===== config.mk =====
export PLATFORM = sky130hd
export DESIGN_NAME = palette_subsystem_top
export DESIGN_NICKNAME = d
export VERILOG_FILES = /design/src/logic/gbc_mem_pkg.sv /design/src/logic/gbc_video_pkg.sv /design/src/logic/io_reg_router.sv /design/src/logic/color_file.sv /design/src/logic/pixel_color_out.sv /design/src/logic/palette_subsystem_top.sv
export SDC_FILE = /design/constraint.sdc
export NUM_CORES = 1
export LEC_CHECK = 0
export BUFFER_PORTS_ARGS = -buffer_cell sky130_fd_sc_hd__buf_2
export CAP_MARGIN = 20
export CORE_ASPECT_RATIO = 1.5
export CORE_MARGIN = 3
export CORE_UTILIZATION = 43
export DETAILED_ROUTE_END_ITERATION = 10
export SLEW_MARGIN = 15
export SYNTH_ARGS = -nofsm -noshare
export SYNTH_HDL_FRONTEND = slang
export SYNTH_SLANG_ARGS = --single-unit

===== constraint.sdc =====
create_clock -name I_CLK -period 3.4 [get_ports I_CLK]
set_clock_uncertainty 0.2 [all_clocks]
set_input_delay 0.68 -clock I_CLK [delete_from_list [all_inputs] [get_ports I_CLK]]
set_output_delay 0.68 -clock I_CLK [all_outputs]
set_load 0.02 [all_outputs]

===== src/logic/gbc_mem_pkg.sv =====
package gbc_mem_pkg;

   // the CPU side of the console is an 8-bit data bus on a 16-bit address space
   localparam int BUS_ADDR_W = 16;
   localparam int BUS_DATA_W = 8;

   typedef logic [BUS_ADDR_W-1:0] bus_addr_t;
   typedef logic [BUS_DATA_W-1:0] bus_data_t;

   // colour palette registers in the I/O page
   localparam bus_addr_t BCPS_ADDR = 16'hFF68; // background palette specification
   localparam bus_addr_t BCPD_ADDR = 16'hFF69; // background palette data
   localparam bus_addr_t OCPS_ADDR = 16'hFF6A; // object palette specification
   localparam bus_addr_t OCPD_ADDR = 16'hFF6B; // object palette data

   // register code handed from the address decoder to the colour file
   typedef logic [1:0] reg_sel_t;

   localparam reg_sel_t REG_BCPS = 2'd0;
   localparam reg_sel_t REG_BCPD = 2'd1;
   localparam reg_sel_t REG_OCPS = 2'd2;
   localparam reg_sel_t REG_OCPD = 2'd3;

   // bit positions inside a specification register
   localparam int SPEC_INC_BIT = 7;
   localparam int SPEC_ZERO_BIT = 6; // this bit is stored but always reads back as 0

endpackage


===== src/logic/gbc_video_pkg.sv =====
package gbc_video_pkg;

   // palette geometry, identical for the background and the sprite side
   localparam int PAL_COUNT = 8;
   localparam int PAL_COLORS = 4;
   localparam int COLOR_BYTES = 2;
   localparam int PAL_BYTES = PAL_COUNT * PAL_COLORS * COLOR_BYTES;

   typedef logic [$clog2(PAL_COUNT)-1:0]  pal_sel_t;
   typedef logic [$clog2(PAL_COLORS)-1:0] pal_index_t;
   typedef logic [$clog2(PAL_BYTES)-1:0]  pal_addr_t;

   // a stored colour is 15 bits of BGR, the top bit of the high byte is ignored
   typedef logic [15:0] color_t;

   localparam int CHAN_W = 5;
   localparam int RED_LSB = 0;
   localparam int GREEN_LSB = 5;
   localparam int BLUE_LSB = 10;

   typedef logic [CHAN_W-1:0] chan_t;

   // output pixels are 8 bits per channel with red in the top byte
   localparam int RGB_CHAN_W = 8;

   typedef logic [RGB_CHAN_W-1:0]   rgb_chan_t;
   typedef logic [3*RGB_CHAN_W-1:0] rgb_t;

endpackage


===== src/logic/io_reg_router.sv =====
module io_reg_router (
   input  logic                   I_CLK,
   input  logic                   arst_n,

   // CPU bus with active-low control
   input  gbc_mem_pkg::bus_addr_t addr,
   input  logic                   we_n,
   input  logic                   re_n,

   // towards the colour file
   output logic                   reg_wr,
   output gbc_mem_pkg::reg_sel_t  reg_sel,
   input  gbc_mem_pkg::bus_data_t reg_rdata,

   // registered read return
   output gbc_mem_pkg::bus_data_t rdata,
   output logic                   rd_valid
);

   logic hit;    // address is one of the four palette registers
   logic rd_hit;

   // all address decoding for the palette block lives here
   always_comb begin
      hit = 1'b1;
      reg_sel = gbc_mem_pkg::REG_BCPS;
      case (addr)
         gbc_mem_pkg::BCPS_ADDR: begin
            reg_sel = gbc_mem_pkg::REG_BCPS;
         end
         gbc_mem_pkg::BCPD_ADDR: begin
            reg_sel = gbc_mem_pkg::REG_BCPD;
         end
         gbc_mem_pkg::OCPS_ADDR: begin
            reg_sel = gbc_mem_pkg::REG_OCPS;
         end
         gbc_mem_pkg::OCPD_ADDR: begin
            reg_sel = gbc_mem_pkg::REG_OCPD;
         end
         default: begin
            hit = 1'b0; // reg_sel keeps its default and nothing acts on it
         end
      endcase
   end

   // each edge with we_n low is exactly one write, so the level is the strobe
   assign reg_wr = hit && !we_n;
   assign rd_hit = hit && !re_n;

   always_ff @(posedge I_CLK or negedge arst_n) begin
      if (!arst_n) begin
         rd_valid <= 1'b0;
      end else begin
         rd_valid <= rd_hit; // one cycle per read edge
      end
   end

   // the colour file answer is captured on the read edge
   always_ff @(posedge I_CLK) begin
      if (rd_hit) begin
         rdata <= reg_rdata;
      end
   end

endmodule


===== src/logic/color_file.sv =====
module color_file (
   input  logic                      I_CLK,
   input  logic                      arst_n,

   // register access from the bus decoder
   input  logic                      reg_wr,
   input  gbc_mem_pkg::reg_sel_t     reg_sel,
   input  gbc_mem_pkg::bus_data_t    wdata,
   output gbc_mem_pkg::bus_data_t    reg_rdata,

   // background colour lookup
   input  gbc_video_pkg::pal_sel_t   bg_pal,
   input  gbc_video_pkg::pal_index_t bg_index,
   output gbc_video_pkg::color_t     bg_color,

   // sprite colour lookup
   input  gbc_video_pkg::pal_sel_t   spr_pal,
   input  gbc_video_pkg::pal_index_t spr_index,
   output gbc_video_pkg::color_t     spr_color
);

   // 8 palettes of 4 colours of 2 bytes on each side
   gbc_mem_pkg::bus_data_t bg_mem  [gbc_video_pkg::PAL_BYTES];
   gbc_mem_pkg::bus_data_t spr_mem [gbc_video_pkg::PAL_BYTES];

   // specification registers keep the whole written byte
   gbc_mem_pkg::bus_data_t bcps_q;
   gbc_mem_pkg::bus_data_t ocps_q;

   gbc_video_pkg::pal_addr_t bg_ptr;
   gbc_video_pkg::pal_addr_t spr_ptr;
   logic                     bg_inc;
   logic                     spr_inc;

   logic bg_data_wr;
   logic spr_data_wr;

   gbc_mem_pkg::bus_data_t bcps_rd;
   gbc_mem_pkg::bus_data_t ocps_rd;

   gbc_video_pkg::pal_addr_t bg_lo_addr;
   gbc_video_pkg::pal_addr_t bg_hi_addr;
   gbc_video_pkg::pal_addr_t spr_lo_addr;
   gbc_video_pkg::pal_addr_t spr_hi_addr;

   assign bg_ptr = bcps_q[5:0];
   assign spr_ptr = ocps_q[5:0];
   assign bg_inc = bcps_q[gbc_mem_pkg::SPEC_INC_BIT];
   assign spr_inc = ocps_q[gbc_mem_pkg::SPEC_INC_BIT];

   assign bg_data_wr = reg_wr && (reg_sel == gbc_mem_pkg::REG_BCPD);
   assign spr_data_wr = reg_wr && (reg_sel == gbc_mem_pkg::REG_OCPD);

   always_ff @(posedge I_CLK or negedge arst_n) begin
      if (!arst_n) begin
         bcps_q <= '0;
         ocps_q <= '0;
      end else if (reg_wr) begin
         case (reg_sel)
            gbc_mem_pkg::REG_BCPS: begin
               bcps_q <= wdata;
            end
            gbc_mem_pkg::REG_BCPD: begin
               // the 6-bit index rolls over from 63 to 0 by itself
               if (bg_inc) begin
                  bcps_q[5:0] <= bg_ptr + 1'b1;
               end
            end
            gbc_mem_pkg::REG_OCPS: begin
               ocps_q <= wdata;
            end
            default: begin // REG_OCPD
               if (spr_inc) begin
                  ocps_q[5:0] <= spr_ptr + 1'b1;
               end
            end
         endcase
      end
   end

   // a data write stores the byte at the current index
   always_ff @(posedge I_CLK) begin
      if (bg_data_wr) begin
         bg_mem[bg_ptr] <= wdata;
      end
      if (spr_data_wr) begin
         spr_mem[spr_ptr] <= wdata;
      end
   end

   // bit 6 of a specification register always reads as 0
   always_comb begin
      bcps_rd = bcps_q;
      ocps_rd = ocps_q;
      bcps_rd[gbc_mem_pkg::SPEC_ZERO_BIT] = 1'b0;
      ocps_rd[gbc_mem_pkg::SPEC_ZERO_BIT] = 1'b0;
   end

   // a data read never moves the index
   always_comb begin
      case (reg_sel)
         gbc_mem_pkg::REG_BCPS: reg_rdata = bcps_rd;
         gbc_mem_pkg::REG_BCPD: reg_rdata = bg_mem[bg_ptr];
         gbc_mem_pkg::REG_OCPS: reg_rdata = ocps_rd;
         default:               reg_rdata = spr_mem[spr_ptr];
      endcase
   end

   // on the picture side colour i of a palette sits at bytes 2i and 2i+1
   assign bg_lo_addr = {bg_pal, bg_index, 1'b0};
   assign bg_hi_addr = {bg_pal, bg_index, 1'b1};
   assign spr_lo_addr = {spr_pal, spr_index, 1'b0};
   assign spr_hi_addr = {spr_pal, spr_index, 1'b1};

   assign bg_color = {bg_mem[bg_hi_addr], bg_mem[bg_lo_addr]};    // even byte is the low half
   assign spr_color = {spr_mem[spr_hi_addr], spr_mem[spr_lo_addr]};

endmodule


===== src/logic/pixel_color_out.sv =====
module pixel_color_out (
   input  logic                      I_CLK,
   input  logic                      arst_n,

   // incoming pixel pair
   input  logic                      pix_valid,
   input  gbc_video_pkg::pal_sel_t   bg_pal_in,
   input  gbc_video_pkg::pal_sel_t   spr_pal_in,
   input  gbc_video_pkg::pal_index_t bg_index_in,
   input  gbc_video_pkg::pal_index_t spr_index_in,
   input  logic                      spr_present,

   // colour file lookups, answered in the same cycle
   output gbc_video_pkg::pal_sel_t   bg_pal,
   output gbc_video_pkg::pal_index_t bg_index,
   output gbc_video_pkg::pal_sel_t   spr_pal,
   output gbc_video_pkg::pal_index_t spr_index,
   input  gbc_video_pkg::color_t     bg_color,
   input  gbc_video_pkg::color_t     spr_color,

   output gbc_video_pkg::rgb_t       rgb,
   output logic                      rgb_valid
);

   logic                      s1_valid;
   gbc_video_pkg::pal_sel_t   s1_bg_pal;
   gbc_video_pkg::pal_sel_t   s1_spr_pal;
   gbc_video_pkg::pal_index_t s1_bg_index;
   gbc_video_pkg::pal_index_t s1_spr_index;
   logic                      s1_spr_present;

   logic                  spr_wins;
   gbc_video_pkg::color_t win_color;

   // 5-bit channel goes to the top, its upper bits refill the bottom
   function automatic gbc_video_pkg::rgb_chan_t widen(input gbc_video_pkg::chan_t c);
      return {c, c[gbc_video_pkg::CHAN_W-1 -: gbc_video_pkg::RGB_CHAN_W - gbc_video_pkg::CHAN_W]};
   endfunction

   function automatic gbc_video_pkg::rgb_t expand(input gbc_video_pkg::color_t col);
      gbc_video_pkg::chan_t r;
      gbc_video_pkg::chan_t g;
      gbc_video_pkg::chan_t b;
      r = col[gbc_video_pkg::RED_LSB +: gbc_video_pkg::CHAN_W];
      g = col[gbc_video_pkg::GREEN_LSB +: gbc_video_pkg::CHAN_W];
      b = col[gbc_video_pkg::BLUE_LSB +: gbc_video_pkg::CHAN_W];
      return {widen(r), widen(g), widen(b)}; // bit 15 drops out here
   endfunction

   // stage 1 holds the pixel while the colour file is looked up
   always_ff @(posedge I_CLK or negedge arst_n) begin
      if (!arst_n) begin
         s1_valid <= 1'b0;
      end else begin
         s1_valid <= pix_valid;
      end
   end

   always_ff @(posedge I_CLK) begin
      s1_bg_pal <= bg_pal_in;
      s1_spr_pal <= spr_pal_in;
      s1_bg_index <= bg_index_in;
      s1_spr_index <= spr_index_in;
      s1_spr_present <= spr_present;
   end

   assign bg_pal = s1_bg_pal;
   assign bg_index = s1_bg_index;
   assign spr_pal = s1_spr_pal;
   assign spr_index = s1_spr_index;

   // colour 0 of a sprite is transparent
   assign spr_wins = s1_spr_present && (s1_spr_index != '0);
   assign win_color = spr_wins ? spr_color : bg_color;

   // stage 2
   always_ff @(posedge I_CLK or negedge arst_n) begin
      if (!arst_n) begin
         rgb_valid <= 1'b0;
      end else begin
         rgb_valid <= s1_valid;
      end
   end

   always_ff @(posedge I_CLK) begin
      rgb <= expand(win_color);
   end

endmodule


===== src/logic/palette_subsystem_top.sv =====
module palette_subsystem_top (
   input  logic                      I_CLK,
   input  logic                      arst_n,

   // CPU bus
   input  gbc_mem_pkg::bus_addr_t    addr,
   input  gbc_mem_pkg::bus_data_t    wdata,
   input  logic                      we_n,
   input  logic                      re_n,
   output gbc_mem_pkg::bus_data_t    rdata,
   output logic                      rd_valid,

   // pixel stream in and out
   input  logic                      pix_valid,
   input  gbc_video_pkg::pal_sel_t   bg_pal_in,
   input  gbc_video_pkg::pal_index_t bg_index_in,
   input  gbc_video_pkg::pal_sel_t   spr_pal_in,
   input  gbc_video_pkg::pal_index_t spr_index_in,
   input  logic                      spr_present,
   output gbc_video_pkg::rgb_t       rgb,
   output logic                      rgb_valid
);

   logic                      reg_wr;
   gbc_mem_pkg::reg_sel_t     reg_sel;
   gbc_mem_pkg::bus_data_t    reg_rdata;

   gbc_video_pkg::pal_sel_t   bg_pal;
   gbc_video_pkg::pal_index_t bg_index;
   gbc_video_pkg::pal_sel_t   spr_pal;
   gbc_video_pkg::pal_index_t spr_index;
   gbc_video_pkg::color_t     bg_color;
   gbc_video_pkg::color_t     spr_color;

   io_reg_router i_router (
      .I_CLK     (I_CLK),
      .arst_n    (arst_n),
      .addr      (addr),
      .we_n      (we_n),
      .re_n      (re_n),
      .reg_wr    (reg_wr),
      .reg_sel   (reg_sel),
      .reg_rdata (reg_rdata),
      .rdata     (rdata),
      .rd_valid  (rd_valid)
   );

   // write data goes straight to the colour file, only the strobe is decoded
   color_file i_color_file (
      .I_CLK     (I_CLK),
      .arst_n    (arst_n),
      .reg_wr    (reg_wr),
      .reg_sel   (reg_sel),
      .wdata     (wdata),
      .reg_rdata (reg_rdata),
      .bg_pal    (bg_pal),
      .bg_index  (bg_index),
      .bg_color  (bg_color),
      .spr_pal   (spr_pal),
      .spr_index (spr_index),
      .spr_color (spr_color)
   );

   pixel_color_out i_pixel_out (
      .I_CLK        (I_CLK),
      .arst_n       (arst_n),
      .pix_valid    (pix_valid),
      .bg_pal_in    (bg_pal_in),
      .spr_pal_in   (spr_pal_in),
      .bg_index_in  (bg_index_in),
      .spr_index_in (spr_index_in),
      .spr_present  (spr_present),
      .bg_pal       (bg_pal),
      .bg_index     (bg_index),
      .spr_pal      (spr_pal),
      .spr_index    (spr_index),
      .bg_color     (bg_color),
      .spr_color    (spr_color),
      .rgb          (rgb),
      .rgb_valid    (rgb_valid)
   );

endmodule


### Word-level counts from Yosys, hierarchy flattened

Memories as Yosys holds them, arrays and structs flattened. A register that Yosys moved wholly into a read port is not among the register bits.
Cells that the tools add are included.
W data, S select, Z words.

* latch bits: 0
* input port bits: 40
* memories kept: 2
* RAM bits: 1024
* bits in read-only memories: 0
* register bits after elaboration: 54

Memories
* i_color_file.bg_mem: depth 64, width 8, rd ports 3, clocked after Yosys merged registers in 2, write ports 1, line color_file.sv:23 `gbc_mem_pkg::bus_data_t bg_mem [gbc_video_pkg::PAL_BYTES];`
* i_color_file.spr_mem: depth 64, width 8, rd ports 3, clocked after Yosys merged registers in 2, write ports 1, line color_file.sv:24 `gbc_mem_pkg::bus_data_t spr_mem [gbc_video_pkg::PAL_BYTES];`

* reduce and logical (&&, ||, !) cells: 17
* div/mod/pow operators: 0
* multiplexer cells: 12
* multipliers: 0
* shift-type cells: 0
* magnitude comparators: 0
* eq/ne operators: 8
* bitwise gates (word level): 1
* add/sub/neg operators: 2

Operators with widths (count)
* $eq A16 B16 Y1 const B: 4
* $pmux W6 S2: 2
* $pmux W8 S3: 1
* $mux W15: 1
* $add A6 B1 Y6 const B: 2
* $mux W6: 2
* $pmux W2 S3: 1
* $reduce_and A3 Y1: 2
* $reduce_bool A2 Y1: 3
* $logic_and A1 B1 Y1: 5
* $mux W1: 5
* $eq A2 B2 Y1 const B: 2
* $reduce_and A2 Y1: 2
* $reduce_or A4 Y1: 1
* $eq A2 B1 Y1 const B: 1
* $logic_not A1 Y1: 2
* $logic_not A2 Y1: 1
* $ne A2 B1 Y1 const B: 1
* $reduce_or A2 Y1: 1
* $not A1 Y1: 1

### Depth between registers and ports, before layout

Gate-level depths: netlist of run 1.

* depth in word-level cells: 7
* depth in mapped cells: 11

### Hierarchy

Synthesis of run 1 repeated with hierarchy kept, for this count alone.

* cells, all modules: 2810
* area total of the unflattened synthesis: 50244.4 sq um

Modules (own cells, without submodules)
* color_file: area each 49007.0 sq um, instances 1, sequential area each 31099.8 sq um, cells an instance 2736
* pixel_color_out: area each 880.8 sq um, instances 1, sequential area each 570.5 sq um, cells an instance 54
* io_reg_router: area each 356.6 sq um, instances 1, sequential area each 265.3 sq um, cells an instance 20

### Worst setup path before layout of run 1

OpenSTA, ideal clock, no wires.

* path type: input-to-reg
* from: input addr[4]
* to: memory i_color_file.bg_mem[10][0] in the netlist's numbering, enable pin
* required time: 2830 ps
* data arrival time: 2581 ps
* cell stages on the path: 6
* slack: 249 ps
* library setup time: 370 ps
* path buffers: 0
* path through: nand4b_1 -> or4_1 -> nor4b_4 -> and2_1 -> nand2_1 -> nor2_1

* cells in the longest elaborated chain, start to end: 7

RTL lines
* start: declaration: line palette_subsystem_top.sv:6 `input gbc_mem_pkg::bus_addr_t addr,`
* $eq A16 B16 Y1: line io_reg_router.sv:27 `case (addr)`
* $reduce_or A4 Y1 (no source line)
* $mux W1: line io_reg_router.sv:27
* $logic_and A1 B1 Y1: line io_reg_router.sv:47 `assign reg_wr = hit && !we_n;`
* $logic_and A1 B1 Y1 *: line color_file.sv:51 `assign bg_data_wr = reg_wr && (reg_sel == gbc_mem_pkg::REG_BCPD);`
* $mux W1 *: line color_file.sv:83 `if (bg_data_wr) begin`
* $mux W1 (not written as such) *: line color_file.sv:84 `bg_mem[bg_ptr] <= wdata;`
* end: declaration: line color_file.sv:23

Every way passes the cells marked *; elsewhere a longest branch is shown, timed or not.

### Worst setup path after layout of run 1

* from: register i_color_file.bcps_q[1]
* to: register i_router.rdata[0], data pin

* cells in the longest elaborated chain, start to end: 2

RTL lines
* start: declaration: line color_file.sv:27 `gbc_mem_pkg::bus_data_t bcps_q;`
* start signal: assignment: line color_file.sv:61 `bcps_q <= wdata;`
* start signal: assignment: line color_file.sv:66 `bcps_q[5:0] <= bg_ptr + 1'b1;`
* $mem_v2 Z64 W8
* $pmux W8 S3: line color_file.sv:101 `case (reg_sel)`
* named net i_color_file.reg_rdata[0]: line color_file.sv:9 `output gbc_mem_pkg::bus_data_t reg_rdata,`
* end signal: assignment: line io_reg_router.sv:61 `rdata <= reg_rdata;`
* end: declaration: line io_reg_router.sv:16 `output gbc_mem_pkg::bus_data_t rdata,`

The timed path passes the listed nets, and every way through them passes these cells.
A chain may end at the register's enable or synchronous reset.

==> results.cfg, run 1 <==
[clocking]
cts.sinks = 1075
numCtsBuffers = 102
cts_setup_buffers = 0
htree_levels = 3
cts_tree = done
clk_pin_slew_worst_paths_ns = 0.07
ctsLongestPathBuffers = 3
clk_latency_ns = 0.74
root_buffer = clkbuf_16

[sta]
setup_slack_ns = -0.0802
relSlewSlack = 0.321
finalSetupViolations = 4
min_period_ns = 3.48
slew_viol_final = 0
fmax_mhz = 287
hold_viol = 0
timing.hold.ws_ns = 0.163
worstMarginPinSlew_ns = 1.02
finalCritPeriodShare = 1.02
rsz0062_at_grt = no

[floorplan]
die_h_um = 422
start_util = 0.434
pin_count = 74
coreArea_mm2 = 0.114
die_x_um = 283
die_area_mm2 = 0.120
fp-row-count = 152

[placement]
dpl.hpwl_mm = 138
place_congestion = 1.03
port-buffer-count = 73
dp.cells = 4646

[yosys]
async_reset_ff_frac = 0.0158
avgSynthCellArea_um2 = 17.5
ys_ff_latch = 1075
synthFlopType = edfxtp_1
synth_cells = 2838
syn_nets = 2880
yosysWarnings = 0
synth_edf_count = 1032
yosysUniqueCellTypes = 73
syn_area_mm2 = 0.0497
ys_seq_area_frac = 0.643

[setup_path]
crit_fanout = 23
path_class = reg2reg
cp-end-kind = register
critical_path_arrival_ns = 3.86
r2r_start = i_color_file.bcps_q[1]
crit_required_ns = 3.78
reg2regPathDepth = 7
critPathLaunchType = register
regToRegSetupSlack_ns = -0.08
timing.rr.end = i_router.rdata[0]

[power_and_ir_drop]
seqPwrFrac = 0.524
p_per_area_mw_per_mm2 = 477
p_sw_w = 0.00623
power_w = 0.0279
leakage_nw = 19.1
ir_drop_uv = 379
combPwrFrac = 0.052
power_frac_clock = 0.425
netSwitchingFraction = 0.223
p_int_w = 0.0216

[global_route]
grt_pass1_vias = 33200
grt_pass1_wl_mm = 266
track_usage = 0.318
antenna_found_initial = 5
overflow = 0
grt_max_degree = 131

[drt]
via_per_inst = 6.70
drt-total-wl_mm = 191
post-route-drc-count = 0
vias = 32500
drt_iter0_drc = 4825
firstDrtPassIters = 9
routedWlPerCell_um = 39.3
drtAntennaViolNets = 0

[cells_and_area]
drive_gt1_frac = 0.372
syn2layout_area_growth_pct = 17.7
finalNonFillerCells = 4852
fill_cells = 9282
multi_input_area_mm2 = 0.0166
final_net_count = 3265
final_cell_mix = edfxtp_1 (1,032), buf_4 (395), mux4_2 (386), nor2_1 (175), mux2_2 (118)
final_util = 0.511
final-seq-area_mm2 = 0.0320
final_common_cell = edfxtp_1

[run_status]
status = finished, violations left
violations = setup timing

[hold_path]
hold_class = reg2reg
hold-path-endpoint = i_pixel_out.rgb_valid
min_from = i_pixel_out.s1_valid
hold_depth = 0

[run]
cap_violations = 0
==> worst max-delay path, stage by stage (launching register included) <==
cell and delay (ns):
dfrtp_4 0.68, inv_1 0.46, buf_4 0.28, o221ai_1 0.12, a221o_1 0.42, a22oi_1 0.56
nand4_1 0.34, a21oi_1 0.23
==> power by group through the flow <==
stage               sequential (W)  clock, W  combinational (W)
floorplan                   0.0149         0           0.000657
global placement            0.0149         0            0.00141
detailed placement          0.0149         0            0.00141
CTS                         0.0146    0.0119            0.00142
global route                0.0146    0.0125            0.00148
finish                      0.0146    0.0118            0.00145
==> per-layer routing <==
| metal | wire (um) | global-route usage | vias to the layer above |
|---|---|---|---|
| li1 | - | - | 12800 |
| met1 | 62300 | 0.364 | 16600 |
| met2 | 92600 | 0.528 | 2410 |
| met3 | 17300 | 0.0637 | 637 |
| met4 | 18400 | 0.238 | 0 |
| met5 | 0 | 0 | - |
==> repair_timing <==
action,in CTS,in global routing
hold endpoints to repair,29,0
gates resized for setup,3,4
setup endpoints to repair,3,2
hold buffers,13,0
==> how the worst max path moves through the flow <==
stage,slack [ns],to,cells after the start,start
finish,-0.08,i_router.rdata[0],7,i_color_file.bcps_q[1]
global route,0.002,i_router.rdata[1],6,i_color_file.bcps_q[1]
CTS,0.04,i_router.rdata[4],7,i_color_file.bcps_q[1]
detailed placement,-0.24,i_router.rdata[4],7,i_color_file.bcps_q[1]
global placement,-0.50,i_router.rdata[4],7,i_color_file.bcps_q[1]
floorplan,0.25,i_color_file.bg_mem[10][0],6,addr[4]
==> metrics by stage <==
step | worst slack [ns] | setup TNS (ns) | cell area, um2
5_1_grt | 0.00234 | 0 | 58500
2_1_floorplan | 0.249 | 0 | 49700
3_5_place_dp | -0.239 | -43.51 | 54900
4_1_cts | 0.0363 | 0 | 58400
3_3_place_gp | -0.505 | -31.48 | 54900
6_report | -0.0802 | -0.104 | 58500
==> cells by family after synthesis <==
kind of cell               count (synthesis)  share of synthesized area
DFF                                     1075                      0.643
muxes                                    578                      0.217
AOI/OAI and AO/OA                        488                     0.0733
and+or+nand+nor                          434                     0.0418
buffers and inverters                    261                     0.0245
adders and majority gates                  2                   0.000504
==> state kept, by name, indices dropped and copies added, names as in the netlist, named ones only <==
name	count
i_color_file.bcps_q	7
i_router.rd_valid	1
i_pixel_out.spr_index	2
i_color_file.bg_mem	512
i_color_file.ocps_q	7
i_pixel_out.s1_valid	1
i_pixel_out.rgb	15
i_color_file.spr_mem	512
i_pixel_out.rgb_valid	1
i_router.rdata	8
i_pixel_out.s1_spr_present	1
==> area by class of cell <==
cell class | instances | area share
antenna | 1 | 0.0000428
clock buffer | 116 | 0.0460
clock inverter | 76 | 0.0125
inverter | 14 | 0.000899
multi-input combinational | 1502 | 0.283
sequential | 1075 | 0.547
tap | 1540 | 0.0330
timing repair buffer | 528 | 0.0773
==> Yosys cell counts (23+ instances only) <==
master	number	area, um2
o22ai_1	58	363
a21oi_1	68	340
o221ai_1	61	534
mux2_2	118	1330
clkbuf_1	126	473
nor2b_1	25	156
buf_2	74	370
mux4_2	386	8690
a221oi_1	72	631
a22oi_1	50	375
o21ai_0	43	215
edfxtp_1	1032	31000
nor3_1	32	160
dfxtp_1	26	521
nand3_1	30	150
nor2_1	176	661
a211oi_1	28	210
nand2_1	82	308
buf_4	23	173
mux2i_1	74	741
(Power assumes the default switching activity.)
==> run 2, diff against run 1 <==
--- a/config.mk
+++ b/config.mk
@@ -11,6 +11,7 @@
 export CORE_MARGIN = 3
 export CORE_UTILIZATION = 43
 export DETAILED_ROUTE_END_ITERATION = 10
+export RECOVER_POWER = 25
 export SLEW_MARGIN = 15
 export SYNTH_ARGS = -nofsm -noshare
 export SYNTH_HDL_FRONTEND = slang
==> constraint.sdc (replaced) <==
create_clock -name I_CLK -period 3.6 [get_ports I_CLK]
set_clock_uncertainty 0.2 [all_clocks]
set_input_delay 0.72 -clock I_CLK [delete_from_list [all_inputs] [get_ports I_CLK]]
set_output_delay 0.72 -clock I_CLK [all_outputs]
set_load 0.02 [all_outputs]
==> run 2 against run 1 <==
Net effect:
- routed wire length down 1.9%
- sequential power down 5%
- first-iteration DRC count down 1.3%
- the run ends with capacitance limit, slew limit, setup timing left
- maximum frequency down 4.1%
- clock-buffer cell count up 9
- flip-flop and latch count unchanged
- global-route usage down 0.73 points
- final cell count down 0.82%
- non-clock buffer count down 35
==> results.cfg, run 2 (synthesis gave the netlist of run 1 again) <==
[clocking]
numCtsBuffers = 100
cts_tree = done
ctsLongestPathBuffers = 3
clk_latency_ns = 0.73
clk_pin_slew_worst_paths_ns = 0.07
root_buffer = clkbuf_16
cts.sinks = 1075
htree_levels = 3

[sta]
setup_slack_ns = -0.0303
slew_viol_final = 311
finalSetupViolations = 1
min_period_ns = 3.63
rsz0062_at_grt = no
relSlewSlack = -1.08
hold_viol = 0
finalCritPeriodShare = 1.01
fmax_mhz = 275
worstMarginPinSlew_ns = 3.12
timing.hold.ws_ns = 0.154

[setup_path]
cpPeakStageDelay_ns = 0.66
cp_top_family = buffers and inverters
cp.buffers_inverters = 4
critPathLaunchType = register
cp-end-kind = register
worst_path_most_repeated_cell = buf_12
critical_path_arrival_ns = 4.03
crit_required_ns = 4.00
critPathSlowestCell = dfrtp_4
crit_fanout = 32
path_class = reg2reg
crit_path_cell_trace = inv_2 -> buf_12 -> buf_12 -> o221ai_1 -> a221oi_1 -> buf_4 -> o22ai_1 -> nor4_1 -> o22a_1
regToRegSetupSlack_ns = -0.03

[drt]
drt_iter0_drc = 4763
vias = 32500
drt-total-wl_mm = 187
post-route-drc-count = 0
via_per_inst = 6.75
firstDrtPassIters = 6
drtAntennaViolNets = 0
routedWlPerCell_um = 38.9

[global_route]
antenna_found_initial = 8
grt_max_degree = 71
grt_pass1_vias = 32600
overflow = 0
grt_pass1_wl_mm = 261
track_usage = 0.310

[placement]
dpl.hpwl_mm = 134
place_congestion = 1.03
port-buffer-count = 73
pre_cts_ws_ns = -0.0774

[run_status]
violations = capacitance limit, slew limit, setup timing
status = finished, violations left

[cells_and_area]
final_cell_mix = edfxtp_1 (1,032), mux4_2 (386), buf_4 (355), nor2_1 (175), mux2_2 (118)
final-seq-area_mm2 = 0.0320
drive_gt1_frac = 0.356
fill_cells = 9428
final_common_cell = edfxtp_1
final_net_count = 3228
syn2layout_area_growth_pct = 16.7
multi_input_area_mm2 = 0.0165
top_regs = i_color_file.bg_mem (512), i_color_file.spr_mem (512), i_pixel_out.rgb (15)

[floorplan]
die_x_um = 283
die_area_mm2 = 0.120
fp-row-count = 152
start_util = 0.434
pin_count = 74
coreArea_mm2 = 0.114
die_h_um = 422

[hold_path]
hold_class = reg2reg

[power_and_ir_drop]
leakage_nw = 18.8
ir_drop_uv = 364
p_per_area_mw_per_mm2 = 455

[run]
cap_violations = 8
-- run 2: cell types whose count changed in the layout (fill, tap and decap cells not counted), sizes merged --
cell      delta
bufinv       +3
clkbuf      +30
diode        +1
inv          -4
clkinvlp    -14
buf         -56
-- run 2: metal layers --
| layer | up-vias | global-route usage | wire length [um] |
|---|---|---|---|
| met5 | - | 0 | 24 |
| met4 | 4 | 0.247 | 19000 |
| met3 | 665 | 0.0586 | 15900 |
| met2 | 2338 | 0.509 | 90000 |
| met1 | 16800 | 0.359 | 62000 |
| li1 | 12700 | - | - |
-- run 2: repair_timing --
item	4_1_cts	5_1_grt
hold endpoints to repair	29	0
gates resized for setup	1	0
endpoints found under the setup margin	2	0
hold buffers	13	0
buffers inserted	1	0
-- run 2: path summary, 6_finish.rpt --
kind	end	from	depth (start not counted)
max	i_router.rdata[5]	i_color_file.bcps_q[0]	9
min	i_pixel_out.rgb_valid	i_pixel_out.s1_valid	0
max reg2reg	i_router.rdata[5]	i_color_file.bcps_q[0]	9
min reg2reg	i_pixel_out.rgb_valid	i_pixel_out.s1_valid	0
max in group asynchronous	i_color_file.ocps_q[1]	arst_n	2
min in group asynchronous	i_pixel_out.s1_valid	arst_n	2
-- run 2: stage by stage --
| stage | instance area, um2 | utilization | std cells | TNS (ns) | total power [W] |
|---|---|---|---|---|---|
| final | 58000 | 0.506 | 4812 | -0.0303 | 0.0264 |
| after global routing | 58000 | 0.506 | 4810 | 0 | 0.0270 |
| after CTS | 58100 | 0.507 | 4810 | 0 | 0.0265 |
| after detailed placement | 54500 | 0.476 | 4610 | -1.66 | 0.0154 |
| after global placement | 54500 | 0.476 | 4610 | -0.599 | 0.0153 |
| after floorplan | 49700 | - | 2838 | 0 | 0.0147 |
-- run 2: where the power goes --
part | switching, W | internal (W)
registers | 0.0000558 | 0.0137
logic | 0.000820 | 0.000513
clock network | 0.00486 | 0.00641
-- run 2: final cells by class --
class | instances | area share
Sequential cell | 1075 | 0.552
Multi-Input combinational cell | 1502 | 0.285
Timing Repair Buffer | 493 | 0.0696
Clock buffer | 125 | 0.0471
Tap cell | 1540 | 0.0332
Clock inverter | 61 | 0.0122
Inverter | 14 | 0.000907
Antenna cell | 2 | 0.0000864
